**src/source/policer_pkg.sv**
```systemverilog
/* Shared widths, vector types and packed structs of the token-bucket policer.
   Used by every RTL module and by the testbench through scoped names */
`default_nettype none

package policer_pkg;

    ////////////////////
    // Sizes

    // Ingress ports with a bucket each
    localparam int num_ports = 4;
    localparam int port_w    = 2;

    // Byte length, wide enough for a 1500 byte MTU
    localparam int len_w     = 11;

    // Bucket arithmetic is 16 whole bits over 8 fraction bits
    localparam int frac_w    = 8;
    localparam int level_w   = 24;

    localparam int prio_w    = 3;

    ////////////////////
    // Vector types

    typedef logic [port_w-1:0]  port_t;
    typedef logic [len_w-1:0]   byte_len_t;
    typedef logic [prio_w-1:0]  prio_t;
    typedef logic [level_w-1:0] level_t;
    typedef logic [level_w-1:0] rate_t;

    // Ceiling of a bucket level
    localparam level_t level_max = '1;

    ////////////////////
    // Descriptors and policy

    typedef struct packed {
        port_t     ingress_port;
        port_t     egress_port;
        prio_t     prio;
        byte_len_t byte_length;
    } pkt_desc_t;

    typedef struct packed {
        pkt_desc_t desc;
        logic      drop_mark;
    } pkt_out_t;

    // Committed rate is the leak per clock, depth is the burst size
    typedef struct packed {
        logic   enable;
        rate_t  rate;
        level_t depth;
    } port_policy_t;

    typedef port_policy_t [num_ports-1:0] policy_table_t;

endpackage

`default_nettype wire

```
**src/source/desc_pipe.sv**
```systemverilog
/* One-entry input register for packet descriptors. Also turns the byte
   length into bucket units so the decider only has to add and compare */
`default_nettype none

module desc_pipe (
    input  wire  logic                   core_clk_ifc,
    input  wire  logic                   timer_reset,
    input  wire  policer_pkg::pkt_desc_t in_desc,
    input  wire  logic                   in_valid,
    output logic                         in_ready,
    output policer_pkg::pkt_desc_t       stage_desc,
    output policer_pkg::level_t          stage_len,
    output logic                         stage_valid,
    input  wire  logic                   stage_ready
);

    // Goes high one clock after reset is released
    logic ready_armed;
    logic accept;

    ////////////////////
    // Handshake

    // Free slot, or the current entry leaves this cycle
    assign in_ready = ready_armed && (!stage_valid || stage_ready);
    assign accept   = in_valid && in_ready;

    always_ff @(posedge core_clk_ifc) begin
        if (timer_reset) begin
            ready_armed <= 1'b0;
            stage_valid <= 1'b0;
        end else begin
            ready_armed <= 1'b1;
            if (accept) begin
                stage_valid <= 1'b1;
            end else if (stage_ready) begin
                stage_valid <= 1'b0;
            end
        end
    end

    ////////////////////
    // Payload

    always_ff @(posedge core_clk_ifc) begin
        if (accept) begin
            stage_desc <= in_desc;
            // Whole bytes move above the fraction bits
            stage_len  <= policer_pkg::level_t'(in_desc.byte_length) << policer_pkg::frac_w;
        end
    end

    ////////////////////
    // Checks

    // A stalled entry stays put until the decider takes it
    a_stage_hold : assert property (
        @(posedge core_clk_ifc) disable iff (timer_reset)
        stage_valid && !stage_ready |=> stage_valid && $stable(stage_desc)
            && $stable(stage_len)
    );

endmodule

`default_nettype wire

```
**src/source/bucket_store.sv**
```systemverilog
/* Bucket levels of all ingress ports. Each level leaks by its port rate
   every clock, grows on commits and is read back by the mark decider */
`default_nettype none

module bucket_store (
    input  wire  logic                       core_clk_ifc,
    input  wire  logic                       timer_reset,
    input  wire  policer_pkg::policy_table_t policy,
    input  wire  policer_pkg::port_t         query_port,
    output policer_pkg::level_t              query_level,
    input  wire  logic                       commit_valid,
    input  wire  policer_pkg::port_t         commit_port,
    input  wire  policer_pkg::level_t        commit_len
);

    policer_pkg::level_t level_q [policer_pkg::num_ports];
    policer_pkg::level_t level_d [policer_pkg::num_ports];

    ////////////////////
    // Next level

    always_comb begin : next_level
        policer_pkg::level_t             leaked;
        logic [policer_pkg::level_w:0]   fill_sum;
        for (int p = 0; p < policer_pkg::num_ports; p++) begin
            // Leak first, floor at an empty bucket
            if (level_q[p] > policy[p].rate) begin
                leaked = level_q[p] - policy[p].rate;
            end else begin
                leaked = '0;
            end

            // Extra top bit catches the overflow
            fill_sum = {1'b0, leaked} + {1'b0, commit_len};

            if (commit_valid && (commit_port == policer_pkg::port_t'(p))) begin
                if (fill_sum[policer_pkg::level_w]) begin
                    level_d[p] = policer_pkg::level_max;
                end else begin
                    level_d[p] = fill_sum[policer_pkg::level_w-1:0];
                end
            end else begin
                level_d[p] = leaked;
            end
        end
    end

    ////////////////////
    // Level registers

    always_ff @(posedge core_clk_ifc) begin
        if (timer_reset) begin
            for (int p = 0; p < policer_pkg::num_ports; p++) begin
                level_q[p] <= '0;
            end
        end else begin
            for (int p = 0; p < policer_pkg::num_ports; p++) begin
                level_q[p] <= level_d[p];
            end
        end
    end

    // Read path for the decider, same cycle
    assign query_level = level_q[query_port];

    ////////////////////
    // Checks

    for (genvar gi = 0; gi < policer_pkg::num_ports; gi++) begin : g_port_chk

        // A commit saturates instead of wrapping past the top
        a_commit_no_wrap : assert property (
            @(posedge core_clk_ifc) disable iff (timer_reset)
            commit_valid && (commit_port == policer_pkg::port_t'(gi))
                |=> level_q[gi] >= $past(commit_len)
        );

        // Without a commit the level can only go down
        a_leak_only : assert property (
            @(posedge core_clk_ifc) disable iff (timer_reset)
            !(commit_valid && (commit_port == policer_pkg::port_t'(gi)))
                |=> level_q[gi] <= $past(level_q[gi])
        );

    end

endmodule

`default_nettype wire

```
**src/source/mark_decider.sv**
```systemverilog
/* Decides the drop mark of each staged descriptor against its port bucket.
   Commits conforming lengths and holds the output register under valid/ready */
`default_nettype none

module mark_decider (
    input  wire  logic                       core_clk_ifc,
    input  wire  logic                       timer_reset,
    input  wire  policer_pkg::policy_table_t policy,
    input  wire  policer_pkg::pkt_desc_t     stage_desc,
    input  wire  policer_pkg::level_t        stage_len,
    input  wire  logic                       stage_valid,
    output logic                             stage_ready,
    output policer_pkg::port_t               query_port,
    input  wire  policer_pkg::level_t        query_level,
    output logic                             commit_valid,
    output policer_pkg::port_t               commit_port,
    output policer_pkg::level_t              commit_len,
    output policer_pkg::pkt_out_t            out_pkt,
    output logic                             out_valid,
    input  wire  logic                       out_ready
);

    policer_pkg::port_policy_t     port_pol;
    logic [policer_pkg::level_w:0] fill_sum;
    logic                          over_depth;
    logic                          drop_mark;
    logic                          take;

    ////////////////////
    // Mark decision

    // Bucket and policy of the staged packet's ingress port
    assign query_port = stage_desc.ingress_port;
    assign port_pol   = policy[stage_desc.ingress_port];

    // One extra bit so a full bucket plus a packet cannot wrap
    assign fill_sum   = {1'b0, stage_len} + {1'b0, query_level};
    assign over_depth = fill_sum > {1'b0, port_pol.depth};

    // Disabled ports never mark
    assign drop_mark  = port_pol.enable && over_depth;

    ////////////////////
    // Handshake and commit

    assign stage_ready = !out_valid || out_ready;
    assign take        = stage_valid && stage_ready;

    // Bucket picks this up on the same edge that loads out_pkt
    assign commit_valid = take && port_pol.enable && !drop_mark;
    assign commit_port  = stage_desc.ingress_port;
    assign commit_len   = stage_len;

    always_ff @(posedge core_clk_ifc) begin
        if (timer_reset) begin
            out_valid <= 1'b0;
        end else if (take) begin
            out_valid <= 1'b1;
        end else if (out_ready) begin
            out_valid <= 1'b0;
        end
    end

    always_ff @(posedge core_clk_ifc) begin
        if (take) begin
            out_pkt.desc      <= stage_desc;
            out_pkt.drop_mark <= drop_mark;
        end
    end

    ////////////////////
    // Checks

    // Whatever filled a bucket must leave unmarked
    a_commit_unmarked : assert property (
        @(posedge core_clk_ifc) disable iff (timer_reset)
        commit_valid |=> out_valid && !out_pkt.drop_mark
    );

    // Output holds while the sink stalls
    a_out_hold : assert property (
        @(posedge core_clk_ifc) disable iff (timer_reset)
        out_valid && !out_ready |=> out_valid && $stable(out_pkt)
    );

endmodule

`default_nettype wire

```
**src/source/policer_top.sv**
```systemverilog
/* Top level of the per-ingress-port policer. Takes packet descriptors under
   valid/ready and returns them with a drop mark added */
`default_nettype none

module policer_top (
    input  wire  logic                       core_clk_ifc,
    input  wire  logic                       timer_reset,
    input  wire  policer_pkg::policy_table_t policy,
    input  wire  policer_pkg::pkt_desc_t     in_desc,
    input  wire  logic                       in_valid,
    output logic                             in_ready,
    output policer_pkg::pkt_out_t            out_pkt,
    output logic                             out_valid,
    input  wire  logic                       out_ready
);

    // Input stage to decider
    policer_pkg::pkt_desc_t stage_desc;
    policer_pkg::level_t    stage_len;
    logic                   stage_valid;
    logic                   stage_ready;

    // Decider and bucket store
    policer_pkg::port_t     query_port;
    policer_pkg::level_t    query_level;
    logic                   commit_valid;
    policer_pkg::port_t     commit_port;
    policer_pkg::level_t    commit_len;

    desc_pipe desc_pipe0 (
        .core_clk_ifc (core_clk_ifc),
        .timer_reset  (timer_reset),
        .in_desc      (in_desc),
        .in_valid     (in_valid),
        .in_ready     (in_ready),
        .stage_desc   (stage_desc),
        .stage_len    (stage_len),
        .stage_valid  (stage_valid),
        .stage_ready  (stage_ready)
    );

    bucket_store bucket_store0 (
        .core_clk_ifc (core_clk_ifc),
        .timer_reset  (timer_reset),
        .policy       (policy),
        .query_port   (query_port),
        .query_level  (query_level),
        .commit_valid (commit_valid),
        .commit_port  (commit_port),
        .commit_len   (commit_len)
    );

    mark_decider mark_decider0 (
        .core_clk_ifc (core_clk_ifc),
        .timer_reset  (timer_reset),
        .policy       (policy),
        .stage_desc   (stage_desc),
        .stage_len    (stage_len),
        .stage_valid  (stage_valid),
        .stage_ready  (stage_ready),
        .query_port   (query_port),
        .query_level  (query_level),
        .commit_valid (commit_valid),
        .commit_port  (commit_port),
        .commit_len   (commit_len),
        .out_pkt      (out_pkt),
        .out_valid    (out_valid),
        .out_ready    (out_ready)
    );

endmodule

`default_nettype wire

```
**config.mk**
```make
export PLATFORM = sky130hd
export DESIGN_NAME = policer_top
export DESIGN_NICKNAME = d
export VERILOG_FILES = /design/src/source/policer_pkg.sv /design/src/source/desc_pipe.sv /design/src/source/bucket_store.sv /design/src/source/mark_decider.sv /design/src/source/policer_top.sv
export SDC_FILE = /design/constraint.sdc
export NUM_CORES = 1
export LEC_CHECK = 0
export ABC_AREA = 1
export BUFFER_PORTS_ARGS = -buffer_cell sky130_fd_sc_hd__buf_4
export CAP_MARGIN = 0
export CORE_ASPECT_RATIO = 0.5
export CORE_UTILIZATION = 55
export CTS_BUF_LIST = sky130_fd_sc_hd__clkbuf_4
export DETAILED_ROUTE_END_ITERATION = 10
export PLACE_DENSITY = 0.77
export SLEW_MARGIN = 20
export SYNTH_ARGS = -nofsm -noshare
export SYNTH_HDL_FRONTEND = slang
export SYNTH_SLANG_ARGS = --single-unit
export TNS_END_PERCENT = 20
```
**constraint.sdc**
```tcl
create_clock -name core_clk_ifc -period 4.8 [get_ports core_clk_ifc]
set_input_delay 0.48 -clock core_clk_ifc [delete_from_list [all_inputs] [get_ports core_clk_ifc]]
set_output_delay 0.48 -clock core_clk_ifc [all_outputs]
set_load 0.03 [all_outputs]
```
==> results.env <==
OUTCOME='complete, no violations'
GRT_OVERFLOW=0
CPPEAKSTAGEDELAY_NS=0.44
GRT.TOTAL_USAGE_PCT=37.9
POWER.DENSITY_CELL_AREA_nW_PER_UM2=155
MAX-VDD-IR-DROP_mV=0.148
ASYNC_SR_FLOP_FRACTION_PCT=0
DRV_CAP=0
CLK_PATH_BUF_DEPTH=2
CTS.CLK_SLEW.WORST_PATHS_NS=0.16
SYN_INST=2649
TIMING.FINAL.MAX_SLEW_VIOLATIONS=0
FLOORPLAN.CORE_AREA_SQ_UM=29100
DIE_AREA_SQ_UM=30500
PLACE_CONGESTION=1.07
CTS_MADE_BUFFERS=17
DRT_PASS1_ITERATIONS=6
FINAL.PERIOD_UTILIZATION_PCT=94.3
DIE_H_UM=124
FMAXACHIEVABLE_GHz=0.221
CLKLATENCYLATEPIN_NS=0.67
TRITONCTS='done'
FINCLKSKEW_NS=0.0481
NUM_VIAS=18302
POWER_SWITCHING_SHARE_PCT=38.3
FINAL_LAYOUT_SIZE_SUFFIX_GT1_SHARE_PCT=14.4
ROWS=44
SYN_AVG_CELL_AREA_SQ_UM=6.17
DETAIL_ROUTE.WIRELENGTH_UM=58400
SYNTH.LARGEST_AREA_CELL='sky130_fd_sc_hd__nand2_1'
CHIPWIDTH_UM=246
WORST_HOLD_PATH_TYPE='primary input to flip-flop'
CELL_INTERNAL_PWR_W=0.00184
FINALSETUPTNS_NS=0
INITIAL_CORE_UTILIZATION_PCT=56.1
REPORT.FINAL.HOLD_VIOL_COUNT=0
POWER.SHARE.SEQUENTIAL_PCT=41.6
CRITICAL-PATH-SLOWEST-CELL='sky130_fd_sc_hd__fa_1'
SYNTHMOSTINSTANTIATEDCELL='sky130_fd_sc_hd__nand2_1'
ANTENNA_FOUND_INITIAL=6
CLOCK_TREE.HTREE_LEVEL_COUNT=4
CTS_ROOT_BUF='sky130_fd_sc_hd__clkbuf_4'
PLACE.DETAILED.HPWL_UM=48000
DR.FIRST_ITER.DRC_COUNT=1762
HOLD_SLACK_NS=0.0553
DOMINANTREGCELLSYNTH='sky130_fd_sc_hd__dfxtp_1'
CRITICAL_PATH.STARTPOINT_TYPE='flip-flop'
SYNTH_EDF_COUNT=37
CRIT_TYPE='flip-flop to flip-flop'
CLOCKPOWERSHARE_PCT=27.3
DRTANTENNAVIOLNETS=0
GRT_FIRST_PASS_WIRELENGTH_UM=87200
IOPINCOUNT=239
TOTAL_LEAKAGE_POWER_nW=10.5
CP_MAX_FO=16
CP_DATA_ARRIVAL_TIME_NS=5.10
SYNTHESIS.YOSYS.WARNINGS=0
MAX_SLEW_HEADROOM_AT_THE_WORST_PIN_PCT=35.4
POWER_FRAC_COMB_PCT=31.1
CTS.SINK_COUNT=138
SWITCHINGPOWER_W=0.00114
SYNTH_COMMONEST_CELLS='684 x sky130_fd_sc_hd__nand2_1, 388 x sky130_fd_sc_hd__nor2_1, 384 x sky130_fd_sc_hd__inv_1, 185 x sky130_fd_sc_hd__a21oi_1, 175 x sky130_fd_sc_hd__ha_1'
LAYOUT_MIN_CYCLE_TIME_NS=4.53
LAYOUT_SETUP_WS_NS=0.273
SYN-CELL-AREA_SQ_UM=16400
YOSYS_REGISTER_BITS=138
SYNTH_UNIQUE_CELLS=53
VIAS_PER_CELL=5.51
WORSTMARGINPINSLEW_NS=0.965
NUM-NETS-FINAL=3313
CRITICAL_PATH.ENDPOINT_TYPE='flip-flop'
SYN_NETS=3051
WORST-ENDPOINT-REQUIRED_NS=5.37
PORT_BUFFERS=238
AREA.GROWTH.SYNTH_TO_FINAL_PCT=17.4
FINALSETUPVIOLATIONS=0
ROUTE.DETAILED.WL_PER_INST_UM=17.6
ROUTE.DETAILED.DRC=0
SEQUENTIAL_ELEMENT_SHARE_OF_THE_SYNTHESIZED_AREA_PCT=19.2
SYNTH_AREA_LEADERS='sky130_fd_sc_hd__nand2_1 16%, sky130_fd_sc_hd__ha_1 13%, sky130_fd_sc_hd__dfxtp_1 12%, sky130_fd_sc_hd__nor2_1 8.9%, sky130_fd_sc_hd__inv_1 8.8%'
PIN_COUNT_OF_THE_BIGGEST_NET_ENTERING_GLOBAL_ROUTING=67
DETAILEDPLACE.WORSTSLACK_NS=0.275
CELL_SEEN_MOST_OFTEN_AMONG_CRITICAL_PATH_STAGES='sky130_fd_sc_hd__nand2_1'
SYNTH_TOP_AREA_SHARE_PCT=15.7
FIRST_GLOBAL_VIAS=16003
## state kept, by name (all words and copies together), names as in the netlist, named ones only
signal	cells
bucket_store0.level_q	96
mark_decider0.out_pkt	19
desc_pipe0.stage_desc	18
desc_pipe0.ready_armed	1
desc_pipe0.stage_valid	1
mark_decider0.out_valid	1
## critical path: cells and delay by family (launching register included)
kind / cells / cell delay (ns)
AND/OR/NAND/NOR: 14 / 1.68
AO/OA/AOI/OAI: 4 / 0.63
adder cells (fa/ha/maj): 3 / 0.97
XOR/XNOR: 1 / 0.17
flip-flops: 1 / 0.36
buffers and inverters: 4 / 0.61
## logic make-up after synthesis
group                    count (synthesis)  share of synthesized area, %
XOR/XNOR                                67                          3.59
AND/OR/NAND/NOR                       1359                          35.7
buffers and inverters                  453                          11.0
flip-flops                             138                          19.2
adder cells (fa/ha/maj)                184                          14.5
AO/OA/AOI/OAI                          448                          16.1
## power by group through the flow
stage	registers, W	logic (W)	clock network [W]
final	0.00124	0.000927	0.000811
after floorplan	0.00126	0.000542	0
after detailed placement	0.00126	0.000879	0
after global placement	0.00126	0.000870	0
after CTS	0.00124	0.000895	0.000820
after global routing	0.00124	0.00102	0.000867
## cell usage in the layout (no fill, tap or decap), types with 17 or more instances in the layout
cell | Yosys | final
sky130_fd_sc_hd__edfxtp_1 | 37 | 37
sky130_fd_sc_hd__xor2_1 | 40 | 40
sky130_fd_sc_hd__inv_1 | 384 | 383
sky130_fd_sc_hd__o22ai_1 | 21 | 21
sky130_fd_sc_hd__dfxtp_1 | 101 | 101
sky130_fd_sc_hd__nor2_1 | 388 | 387
sky130_fd_sc_hd__or2_2 | 28 | 28
sky130_fd_sc_hd__nand4_1 | 33 | 33
sky130_fd_sc_hd__a21oi_1 | 185 | 185
sky130_fd_sc_hd__dlygate4sd3_1 | 0 | 17
sky130_fd_sc_hd__clkbuf_4 | 0 | 17
sky130_fd_sc_hd__xnor2_1 | 27 | 27
sky130_fd_sc_hd__o21bai_1 | 28 | 28
sky130_fd_sc_hd__nand3_1 | 143 | 143
sky130_fd_sc_hd__buf_4 | 10 | 272
sky130_fd_sc_hd__a22o_1 | 24 | 24
sky130_fd_sc_hd__nor3_1 | 18 | 18
sky130_fd_sc_hd__o21ai_0 | 121 | 118
sky130_fd_sc_hd__a221oi_1 | 24 | 24
sky130_fd_sc_hd__ha_1 | 175 | 175
sky130_fd_sc_hd__nand2_1 | 684 | 683
## layout make-up
class | count | area [sq um]
inverters | 399 | 1500
flip-flops and latches | 138 | 3130
multi-input cells | 2060 | 11500
repair buffers | 295 | 2310
diodes | 5 | 12.5
clock inverters | 15 | 154
well taps | 391 | 489
fillers | 2779 | 9930
clock buffers | 17 | 128
## through the flow
step / instance area (sq um) / instances / utilization (%) / power, W
after global routing: 19200 / 3320 / 65.9 / 0.00313
after detailed placement: 18600 / 3254 / 63.7 / 0.00214
after global placement: 18600 / 3254 / 63.7 / 0.00213
after CTS: 19000 / 3303 / 65.3 / 0.00295
final: 19200 / 3320 / 65.9 / 0.00298
after floorplan: 16400 / 2649 / - / 0.00181
## final timing paths
kind | from | to | slack [ns] | cells after the start
setup / recovery | flip-flop | bucket_store0.level_q[1][1] | 0.27 | 26
hold / removal | in_desc[16] | desc_pipe0.stage_desc[16] | 0.06 | 1
setup reg to reg | flip-flop | bucket_store0.level_q[1][1] | 0.27 | 26
hold reg to reg | desc_pipe0.stage_desc[15] | mark_decider0.out_pkt[16] | 0.45 | 0
## layer usage
layer | up-vias | track usage (%) | wire length (um) | share of wire [%]
met2 | 733 | 56.1 | 23800 | 41
met1 | 8312 | 52.8 | 26800 | 46
met4 | 2 | 10.2 | 1210 | 2.1
met3 | 96 | 12.0 | 6560 | 11
li1 | 9159 | - | - | -
met5 | - | 0 | 13 | 0.022
## repair_timing
action,CTS,global route
endpoints found under the hold margin,17,0
buffers inserted,0,9
endpoints found under the setup margin,0,46
hold buffers,17,0
resized for setup,0,9
Note: power is estimated with default switching activity, not from simulation.
